==> src/recovery_pkg.sv <==
// Shared widths, queue depth and PEC polynomial for the recovery RX path
package recovery_pkg;

  // Bus and queue word sizes
  localparam int unsigned BYTE_W         = 8;
  localparam int unsigned QUEUE_DATA_W   = 32;
  localparam int unsigned BYTES_PER_WORD = 4;
  localparam int unsigned BYTE_IDX_W     = 2;

  // RX data queue geometry
  localparam int unsigned RX_QUEUE_DEPTH = 8;
  localparam int unsigned RX_QUEUE_PTR_W = 3;

  // Recovery packet length field
  localparam int unsigned CMD_LEN_W = 16;

  // CRC-8 used for the packet error code, initial value zero
  localparam logic [BYTE_W-1:0] PEC_POLY = 8'h07;

endpackage

==> src/recovery_handler.sv <==
// Recovery handler RX top level with steering, receiver, converter and data queue
`timescale 1ns/1ps

module recovery_handler
  import recovery_pkg::*;
(
  input  logic                    clk_i,
  input  logic                    reset_i,
  input  logic                    recovery_en_i,

  // Controller byte port
  input  logic                    ctl_rx_wvalid_i,
  output logic                    ctl_rx_wready_o,
  input  logic [BYTE_W-1:0]       ctl_rx_wdata_i,
  input  logic                    ctl_rx_wflush_i,
  input  logic                    ctl_bus_start_i,
  input  logic                    ctl_bus_stop_i,

  // Software read port
  input  logic                    csr_rx_req_i,
  output logic                    csr_rx_ack_o,
  output logic [QUEUE_DATA_W-1:0] csr_rx_data_o,

  // Parsed recovery command
  output logic                    cmd_valid_o,
  output logic [BYTE_W-1:0]       cmd_code_o,
  output logic [CMD_LEN_W-1:0]    cmd_len_o,
  output logic                    cmd_error_o,

  output logic                    rx_queue_empty_o,
  output logic                    rx_queue_full_o
);

  logic                    payload_select;
  logic                    payload_last;
  logic                    conv_valid;
  logic                    conv_ready;
  logic [BYTE_W-1:0]       conv_data;
  logic                    conv_flush;
  logic                    rcv_byte;
  logic [BYTE_W-1:0]       rcv_data;
  logic                    queue_wvalid;
  logic                    queue_wready;
  logic [QUEUE_DATA_W-1:0] queue_wdata;

  rx_byte_steer xrx_byte_steer (
    .recovery_en_i    (recovery_en_i),
    .payload_select_i (payload_select),
    .payload_last_i   (payload_last),
    .ctl_rx_wvalid_i  (ctl_rx_wvalid_i),
    .ctl_rx_wready_o  (ctl_rx_wready_o),
    .ctl_rx_wdata_i   (ctl_rx_wdata_i),
    .ctl_rx_wflush_i  (ctl_rx_wflush_i),
    .conv_valid_o     (conv_valid),
    .conv_ready_i     (conv_ready),
    .conv_data_o      (conv_data),
    .conv_flush_o     (conv_flush),
    .rcv_byte_o       (rcv_byte),
    .rcv_data_o       (rcv_data)
  );

  recovery_receiver xrecovery_receiver (
    .clk_i,
    .reset_i,
    .recovery_en_i    (recovery_en_i),
    .byte_valid_i     (rcv_byte),
    .byte_i           (rcv_data),
    .bus_start_i      (ctl_bus_start_i),
    .bus_stop_i       (ctl_bus_stop_i),
    .payload_select_o (payload_select),
    .payload_last_o   (payload_last),
    .cmd_valid_o      (cmd_valid_o),
    .cmd_code_o       (cmd_code_o),
    .cmd_len_o        (cmd_len_o),
    .cmd_error_o      (cmd_error_o)
  );

  width_converter_8to32 xconv_8to32 (
    .clk_i,
    .reset_i,
    .sink_valid_i   (conv_valid),
    .sink_ready_o   (conv_ready),
    .sink_data_i    (conv_data),
    .sink_flush_i   (conv_flush),
    .source_valid_o (queue_wvalid),
    .source_ready_i (queue_wready),
    .source_data_o  (queue_wdata)
  );

  rx_data_queue xrx_data_queue (
    .clk_i,
    .reset_i,
    .wvalid_i   (queue_wvalid),
    .wready_o   (queue_wready),
    .wdata_i    (queue_wdata),
    .csr_req_i  (csr_rx_req_i),
    .csr_ack_o  (csr_rx_ack_o),
    .csr_data_o (csr_rx_data_o),
    .empty_o    (rx_queue_empty_o),
    .full_o     (rx_queue_full_o)
  );

endmodule

==> src/recovery_pec.sv <==
// CRC-8 accumulator for the recovery packet error code
`timescale 1ns/1ps

module recovery_pec
  import recovery_pkg::*;
(
  input  logic              clk_i,
  input  logic              reset_i,
  input  logic              clear_i,
  input  logic              valid_i,
  input  logic [BYTE_W-1:0] dat_i,
  output logic [BYTE_W-1:0] crc_o
);

  // MSB first, one whole byte per call
  function automatic logic [BYTE_W-1:0] crc8_byte(input logic [BYTE_W-1:0] crc,
                                                  input logic [BYTE_W-1:0] dat);
    logic [BYTE_W-1:0] c;
    c = crc ^ dat;
    for (int i = 0; i < BYTE_W; i++) begin
      c = c[BYTE_W-1] ? ((c << 1) ^ PEC_POLY) : (c << 1);
    end
    return c;
  endfunction

  always_ff @(posedge clk_i) begin
    if (reset_i || clear_i) begin
      crc_o <= '0;
    end else if (valid_i) begin
      crc_o <= crc8_byte(crc_o, dat_i);
    end
  end

endmodule

==> src/recovery_receiver.sv <==
// Recovery write packet parser with PEC check and command report
`timescale 1ns/1ps

module recovery_receiver
  import recovery_pkg::*;
(
  input  logic                 clk_i,
  input  logic                 reset_i,
  input  logic                 recovery_en_i,

  input  logic                 byte_valid_i,
  input  logic [BYTE_W-1:0]    byte_i,
  input  logic                 bus_start_i,
  input  logic                 bus_stop_i,

  output logic                 payload_select_o,
  output logic                 payload_last_o,

  output logic                 cmd_valid_o,
  output logic [BYTE_W-1:0]    cmd_code_o,
  output logic [CMD_LEN_W-1:0] cmd_len_o,
  output logic                 cmd_error_o
);

  enum logic [2:0] {
    ST_IDLE,
    ST_CMD,
    ST_LEN_LO,
    ST_LEN_HI,
    ST_PAYLOAD,
    ST_PEC
  } state_q, state_d;

  logic [CMD_LEN_W-1:0] remain_q;
  logic [BYTE_W-1:0]    pec_crc;
  logic                 byte_ok;
  logic                 abort;
  logic                 pec_valid;
  logic                 pec_done;

  recovery_pec xrecovery_pec (
    .clk_i,
    .reset_i,
    .clear_i (bus_start_i),
    .valid_i (pec_valid),
    .dat_i   (byte_i),
    .crc_o   (pec_crc)
  );

  // Bus conditions take precedence over a byte in the same cycle
  assign byte_ok   = byte_valid_i && !bus_start_i && !bus_stop_i;
  assign abort     = bus_stop_i && state_q != ST_IDLE;
  assign pec_valid = byte_ok && state_q inside {ST_CMD, ST_LEN_LO, ST_LEN_HI, ST_PAYLOAD};
  assign pec_done  = byte_ok && state_q == ST_PEC;

  assign payload_select_o = state_q == ST_PAYLOAD;
  assign payload_last_o   = state_q == ST_PAYLOAD && remain_q == CMD_LEN_W'(1);

  always_comb begin
    state_d = state_q;
    if (!recovery_en_i || abort) begin
      state_d = ST_IDLE;
    end else if (bus_start_i) begin
      state_d = ST_CMD;
    end else if (byte_ok) begin
      case (state_q)
        ST_CMD:     state_d = ST_LEN_LO;
        ST_LEN_LO:  state_d = ST_LEN_HI;
        // Zero length skips the payload
        ST_LEN_HI:  state_d = ({byte_i, cmd_len_o[BYTE_W-1:0]} == '0) ? ST_PEC : ST_PAYLOAD;
        ST_PAYLOAD: state_d = payload_last_o ? ST_PEC : ST_PAYLOAD;
        ST_PEC:     state_d = ST_IDLE;
        default:    state_d = ST_IDLE;
      endcase
    end
  end

  always_ff @(posedge clk_i) begin
    if (reset_i) begin
      state_q     <= ST_IDLE;
      cmd_valid_o <= 1'b0;
    end else begin
      state_q     <= state_d;
      cmd_valid_o <= pec_done || abort;
    end
  end

  // Command fields, length is little-endian on the bus
  always_ff @(posedge clk_i) begin
    if (pec_done || abort) begin
      cmd_error_o <= abort || (byte_i != pec_crc);
    end
    if (byte_ok) begin
      case (state_q)
        ST_CMD:    cmd_code_o <= byte_i;
        ST_LEN_LO: cmd_len_o[BYTE_W-1:0] <= byte_i;
        ST_LEN_HI: begin
          cmd_len_o[CMD_LEN_W-1:BYTE_W] <= byte_i;
          remain_q <= {byte_i, cmd_len_o[BYTE_W-1:0]};
        end
        ST_PAYLOAD: remain_q <= remain_q - 1'b1;
        default:    remain_q <= remain_q;
      endcase
    end
  end

endmodule

==> src/rx_byte_steer.sv <==
// Byte steering between the RX queue path and the recovery receiver
`timescale 1ns/1ps

module rx_byte_steer
  import recovery_pkg::*;
(
  input  logic              recovery_en_i,
  input  logic              payload_select_i,
  input  logic              payload_last_i,

  input  logic              ctl_rx_wvalid_i,
  output logic              ctl_rx_wready_o,
  input  logic [BYTE_W-1:0] ctl_rx_wdata_i,
  input  logic              ctl_rx_wflush_i,

  output logic              conv_valid_o,
  input  logic              conv_ready_i,
  output logic [BYTE_W-1:0] conv_data_o,
  output logic              conv_flush_o,

  output logic              rcv_byte_o,
  output logic [BYTE_W-1:0] rcv_data_o
);

  logic to_queue;

  // Payload bytes of a recovery packet still land in the data queue
  assign to_queue = !recovery_en_i || payload_select_i;

  assign conv_valid_o = ctl_rx_wvalid_i && to_queue;
  assign conv_data_o  = ctl_rx_wdata_i;
  assign conv_flush_o = recovery_en_i ? payload_last_i : ctl_rx_wflush_i;

  // Receiver never stalls, the queue path may
  assign ctl_rx_wready_o = to_queue ? conv_ready_i : 1'b1;

  // Receiver sees every accepted byte, for the PEC
  assign rcv_byte_o = recovery_en_i && ctl_rx_wvalid_i && ctl_rx_wready_o;
  assign rcv_data_o = ctl_rx_wdata_i;

endmodule

==> src/rx_data_queue.sv <==
// RX data word FIFO with valid/ready write side and req/ack CSR read side
`timescale 1ns/1ps

module rx_data_queue
  import recovery_pkg::*;
(
  input  logic                    clk_i,
  input  logic                    reset_i,

  input  logic                    wvalid_i,
  output logic                    wready_o,
  input  logic [QUEUE_DATA_W-1:0] wdata_i,

  input  logic                    csr_req_i,
  output logic                    csr_ack_o,
  output logic [QUEUE_DATA_W-1:0] csr_data_o,

  output logic                    empty_o,
  output logic                    full_o
);

  logic [QUEUE_DATA_W-1:0]   mem_q [RX_QUEUE_DEPTH];
  logic [RX_QUEUE_PTR_W-1:0] wptr_q;
  logic [RX_QUEUE_PTR_W-1:0] rptr_q;
  logic [RX_QUEUE_PTR_W:0]   count_q;
  logic                      push;
  logic                      pop;

  assign empty_o  = count_q == '0;
  assign full_o   = count_q == (RX_QUEUE_PTR_W + 1)'(RX_QUEUE_DEPTH);
  assign wready_o = !full_o;

  assign push = wvalid_i && !full_o;
  // One pop per request, the ack cycle itself does not count
  assign pop  = csr_req_i && !empty_o && !csr_ack_o;

  always_ff @(posedge clk_i) begin
    if (reset_i) begin
      wptr_q    <= '0;
      rptr_q    <= '0;
      count_q   <= '0;
      csr_ack_o <= 1'b0;
    end else begin
      if (push) begin
        wptr_q <= wptr_q + 1'b1;
      end
      if (pop) begin
        rptr_q <= rptr_q + 1'b1;
      end
      case ({push, pop})
        2'b10:   count_q <= count_q + 1'b1;
        2'b01:   count_q <= count_q - 1'b1;
        default: count_q <= count_q;
      endcase
      csr_ack_o <= pop;
    end
  end

  always_ff @(posedge clk_i) begin
    if (push) begin
      mem_q[wptr_q] <= wdata_i;
    end
    if (pop) begin
      csr_data_o <= mem_q[rptr_q];
    end
  end

endmodule

==> src/width_converter_8to32.sv <==
// Byte to 32-bit word packer with flush of partial words
`timescale 1ns/1ps

module width_converter_8to32
  import recovery_pkg::*;
(
  input  logic                    clk_i,
  input  logic                    reset_i,

  input  logic                    sink_valid_i,
  output logic                    sink_ready_o,
  input  logic [BYTE_W-1:0]       sink_data_i,
  input  logic                    sink_flush_i,

  output logic                    source_valid_o,
  input  logic                    source_ready_i,
  output logic [QUEUE_DATA_W-1:0] source_data_o
);

  logic [BYTE_IDX_W-1:0]   byte_idx_q;
  logic [QUEUE_DATA_W-1:0] acc_q;
  logic [QUEUE_DATA_W-1:0] acc_next;
  logic                    accept;
  logic                    emit;

  // Held word blocks new bytes until the queue takes it
  assign sink_ready_o = !source_valid_o || source_ready_i;
  assign accept       = sink_valid_i && sink_ready_o;
  assign emit         = accept &&
                        (sink_flush_i || byte_idx_q == BYTE_IDX_W'(BYTES_PER_WORD - 1));

  // Little-endian lane placement
  always_comb begin
    acc_next = acc_q;
    acc_next[byte_idx_q*BYTE_W +: BYTE_W] = sink_data_i;
  end

  // Accumulator is cleared per word so flushed words carry zero upper bytes
  always_ff @(posedge clk_i) begin
    if (reset_i) begin
      byte_idx_q     <= '0;
      acc_q          <= '0;
      source_valid_o <= 1'b0;
    end else begin
      if (source_valid_o && source_ready_i) begin
        source_valid_o <= 1'b0;
      end
      if (emit) begin
        source_valid_o <= 1'b1;
        byte_idx_q     <= '0;
        acc_q          <= '0;
      end else if (accept) begin
        byte_idx_q <= byte_idx_q + 1'b1;
        acc_q      <= acc_next;
      end
    end
  end

  always_ff @(posedge clk_i) begin
    if (emit) begin
      source_data_o <= acc_next;
    end
  end

endmodule
==> config.mk <==
export PLATFORM = sky130hd
export DESIGN_NAME = recovery_handler
export DESIGN_NICKNAME = d
export VERILOG_FILES = /design/src/recovery_pkg.sv /design/src/recovery_handler.sv /design/src/recovery_pec.sv /design/src/recovery_receiver.sv /design/src/rx_byte_steer.sv /design/src/rx_data_queue.sv /design/src/width_converter_8to32.sv
export SDC_FILE = /design/constraint.sdc
export NUM_CORES = 1
export LEC_CHECK = 0
export ABC_AREA = 1
export BUFFER_PORTS_ARGS = -buffer_cell sky130_fd_sc_hd__buf_2
export CORE_ASPECT_RATIO = 0.6
export CORE_UTILIZATION = 30
export CTS_CLUSTER_DIAMETER = 40
export CTS_CLUSTER_SIZE = 28
export DETAILED_ROUTE_END_ITERATION = 16
export GPL_TIMING_DRIVEN = 0
export HOLD_SLACK_MARGIN = 0.1
export PLACE_DENSITY_LB_ADDON = 0.15
export REMOVE_ABC_BUFFERS = 1
export SLEW_MARGIN = 20
export SYNTH_ARGS = -nofsm -noshare
export SYNTH_HDL_FRONTEND = slang
export SYNTH_SLANG_ARGS = --single-unit
export TNS_END_PERCENT = 50
==> constraint.sdc <==
create_clock -name clk_i -period 3.5 [get_ports clk_i]
set_input_delay 0.7 -clock clk_i [delete_from_list [all_inputs] [get_ports clk_i]]
set_output_delay 0.7 -clock clk_i [all_outputs]
set_load 0.05 [all_outputs]
==> impl_metrics.json <==
{
  "drt-wirelength-per-cell_um": 18.2,
  "r2r_slack_ps": 260,
  "fillers": 5535,
  "worst_pin_slew_ps": 994,
  "start_util_pct": 30.4,
  "vias": 11000,
  "fmax_mhz": 309,
  "place_congestion": 0.813,
  "grt_max_degree": 81,
  "final_area_sq_mm": 0.0201,
  "grt-ovfl-total": 0,
  "numCtsBuffers": 42,
  "startpoint_type": "register",
  "met1_usage_pct": 23.3,
  "cts.sinks": 419,
  "cpPeakStageDelay_ps": 570,
  "place_hpwl_mm": 26.7,
  "ys_warn_count": 0,
  "crit_chain": "inv_1, nand3_4, a21boi_2, nand2_1, inv_6, nand2_1, inv_2, buf_16",
  "tns_ps": 0,
  "path_max_fanout": 49,
  "min_to": "xrx_data_queue.wptr_q[0]",
  "max-clock-path-buffers": 3,
  "final-hold-violation-count": 0,
  "netlist_area_sq_mm": 0.0171,
  "path_clk_slew_ps": 70,
  "cts_hold_buf": 0,
  "crit_slowest_cell": "inv_6",
  "grt_pass1_wl_mm": 65.7,
  "vias_per_cell": 4.67,
  "syn_area_per_cell_sq_um": 11.4,
  "grt_pass1_vias": 10400,
  "crit_required_ps": 3750,
  "min_path_type": "primary input to register",
  "maxCapViolCount": 0,
  "yosysSeqAreaShare_pct": 70.4,
  "clock_latency_ps": 560,
  "cp_common_cell": "nand2_1",
  "setup_viol_count_final": 0,
  "status": "finished clean",
  "ios": 78,
  "cts_tree": "yes",
  "drcViolationCount": 0,
  "layout_min_cycle_time_ps": 3240,
  "timing.rr.end": "xconv_8to32.source_data_o[25]",
  "leakage_nw": 7.01,
  "placed_area_sq_mm": 0.0187,
  "finalMaxSlewViolations": 0,
  "maxSlewHeadroom_pct": 33.1,
  "std_cell_rows": 67,
  "r2r_start": "xrecovery_receiver.state_q[0]",
  "hp-start": "reset_i",
  "worstSetupPathType": "register to register",
  "synth_cell_types": 35,
  "dieArea_sq_mm": 0.0578,
  "totalWireLength_mm": 43.0,
  "fin_nets": 1602,
  "peakVddDrop_mv": 0.310,
  "r2r_cells": 8,
  "hold-path-cell-count": 2,
  "crit_arrival_ps": 3490,
  "power_density_mw_per_mm2": 672,
  "htree_levels": 2,
  "period_share_pct": 92.6,
  "grt.busiest_layer": "met1",
  "first_pass_iters": 5,
  "fin_skew_ps": 25.5,
  "grt.total_usage_pct": 14.9,
  "drive_above_1_share_pct": 12.6,
  "endpoint_kind": "register",
  "use_met3_pct": 2.67,
  "antennaDiodeCount": 0,
  "ant_nets": 0,
  "drt_iter0_drc": 1045,
  "syn_inst": 1493,
  "synth-seq-cells": 419,
  "areaGrowthSynthToFinish_pct": 18.1,
  "use_met2_pct": 21.3,
  "die_x_um": 310,
  "antenna_found_initial": 1,
  "utilization_pct": 36.0,
  "rsz0062_at_grt": "true",
  "core_area_sq_mm": 0.0560,
  "die_y_um": 187,
  "port_buffers": 77,
  "clock-root-buffer": "clkbuf_16"
}
[report_power, final]
group | internal (mW) | total, mW | leakage (nW) | switching [mW]
clock network | 2.47 | 4.67 | 0.697 | 2.19
logic | 0.876 | 2.97 | 2.60 | 2.10
registers | 5.71 | 5.89 | 3.71 | 0.173
total | 9.06 | 13.5 | 7.01 | 4.47
[cells by family (layout without fill, tap and decap cells)]
group                      Yosys count  after routing  share of synthesized area [%]
xor gates and xnor gates            25             25                           1.28
DFF                                419            419                           70.4
and+or+nand+nor                    628            628                           14.5
buffers and inverters              176            286                           4.24
adders and majority gates           16             16                           1.22
AOI/OAI and AO/OA                  229            229                           8.38
[sequential cells by signal, summed over array words and instances, names as in the netlist, 8 cells and up]
name	cells
xrx_data_queue.csr_data_o	32
xrecovery_receiver.remain_q	16
xconv_8to32.acc_q	32
xrecovery_receiver.xrecovery_pec.crc_o	8
xrecovery_receiver.cmd_code_o	8
xrecovery_receiver.cmd_len_o	16
xconv_8to32.source_data_o	32
xrx_data_queue.mem_q	256
[area by class of cell]
cell class                      count  area, sq um  area share (%)
Clock buffer                       47         1100            5.47
Clock inverter                     30          335            1.67
Inverter                          110          423            2.10
Multi-Input combinational cell    898         4390            21.8
Sequential cell                   419        12000            59.7
Tap cell                          759          950            4.72
Timing Repair Buffer               99          931            4.62
[metrics by stage]
stage	setup WS (ps)	total power, mW	instances	hold WS, ps
6_report	260	13.5	2362	444
5_1_grt	-23.0	14.2	2362	451
4_1_cts	113	13.7	2362	407
3_5_place_dp	-192	9.02	2285	486
3_3_place_gp	-7240	8.94	2263	474
2_1_floorplan	-1670	8.03	1427	457
[worst max path at each step]
stage	start	end	slack, ps	cells after the start
floorplan	xrx_data_queue.rptr_q[0]	xrx_data_queue.csr_data_o[0]	-1670	5
global placement	xrx_data_queue.rptr_q[0]	xrx_data_queue.csr_data_o[8]	-7240	5
detailed placement	recovery_en_i	xconv_8to32.source_data_o[25]	-190	7
CTS	xrecovery_receiver.state_q[0]	xconv_8to32.source_data_o[25]	110	8
global route	xrecovery_receiver.state_q[2]	xconv_8to32.acc_q[26]	-20	7
finish	xrecovery_receiver.state_q[0]	xconv_8to32.source_data_o[25]	260	8
[cell usage in the layout, fill, tap and decap left out, types with 3 or more instances in the layout]
cell	count
clkbuf_16	43
inv_2	4
nand3_1	27
o21ai_2	3
inv_6	8
nand2_2	4
inv_1	103
ha_1	15
xnor2_1	15
o22ai_1	16
dfxtp_1	55
buf_16	14
buf_12	8
o21ai_1	3
clkinv_2	4
nand2_1	281
nand3b_1	3
buf_2	77
inv_8	7
nor2_1	291
nor2_4	10
o21ai_0	119
o32ai_1	64
a21oi_1	21
nand4_1	6
dfxtp_4	3
clkbuf_1	3
clkinvlp_4	3
edfxtp_1	361
clkinv_8	7
xor2_1	10
[Yosys cell counts, drive strengths merged]
cell / n / area [sq um]
xnor2: 15 / 131
xor2: 10 / 87.6
o22ai: 16 / 100
fa: 1 / 20.0
nor3: 2 / 10.0
a21boi: 1 / 11.3
and3: 2 / 12.5
o21ai: 125 / 637
edfxtp: 361 / 10800
nand3b: 3 / 22.5
nand4: 6 / 37.5
o32ai: 64 / 561
nand2: 285 / 1080
a21o: 1 / 7.51
clkbuf: 34 / 128
nor2: 301 / 1140
clkinv: 1 / 3.75
a21oi: 21 / 105
nand3: 29 / 163
ha: 15 / 188
dfxtp: 58 / 1160
inv: 109 / 409
o31ai: 1 / 7.51
buf: 32 / 183
[worst max-delay path: cells and delay by family, from the launching register on]
kind | cells | cell delay [ps]
AO/OA/AOI/OAI | 1 | 210
buffers and inverters | 4 | 1290
flip-flops | 1 | 350
AND/OR/NAND/NOR | 3 | 1030
[per-layer routing]
layer	share of wire, %	wire [um]	vias up
met5	0	0	-
met4	1.5	658	0
met3	4.8	2040	54
met2	42	18100	239
met1	51	22100	5405
li1	-	-	5333
[timing repair]
item	CTS	global route
setup buffers	0	0
resized for setup	1	1
pin swaps	0	0
hold endpoints to repair	0	0
gates cloned	0	0
setup endpoints to repair	51	51
(Power assumes the default switching activity.)
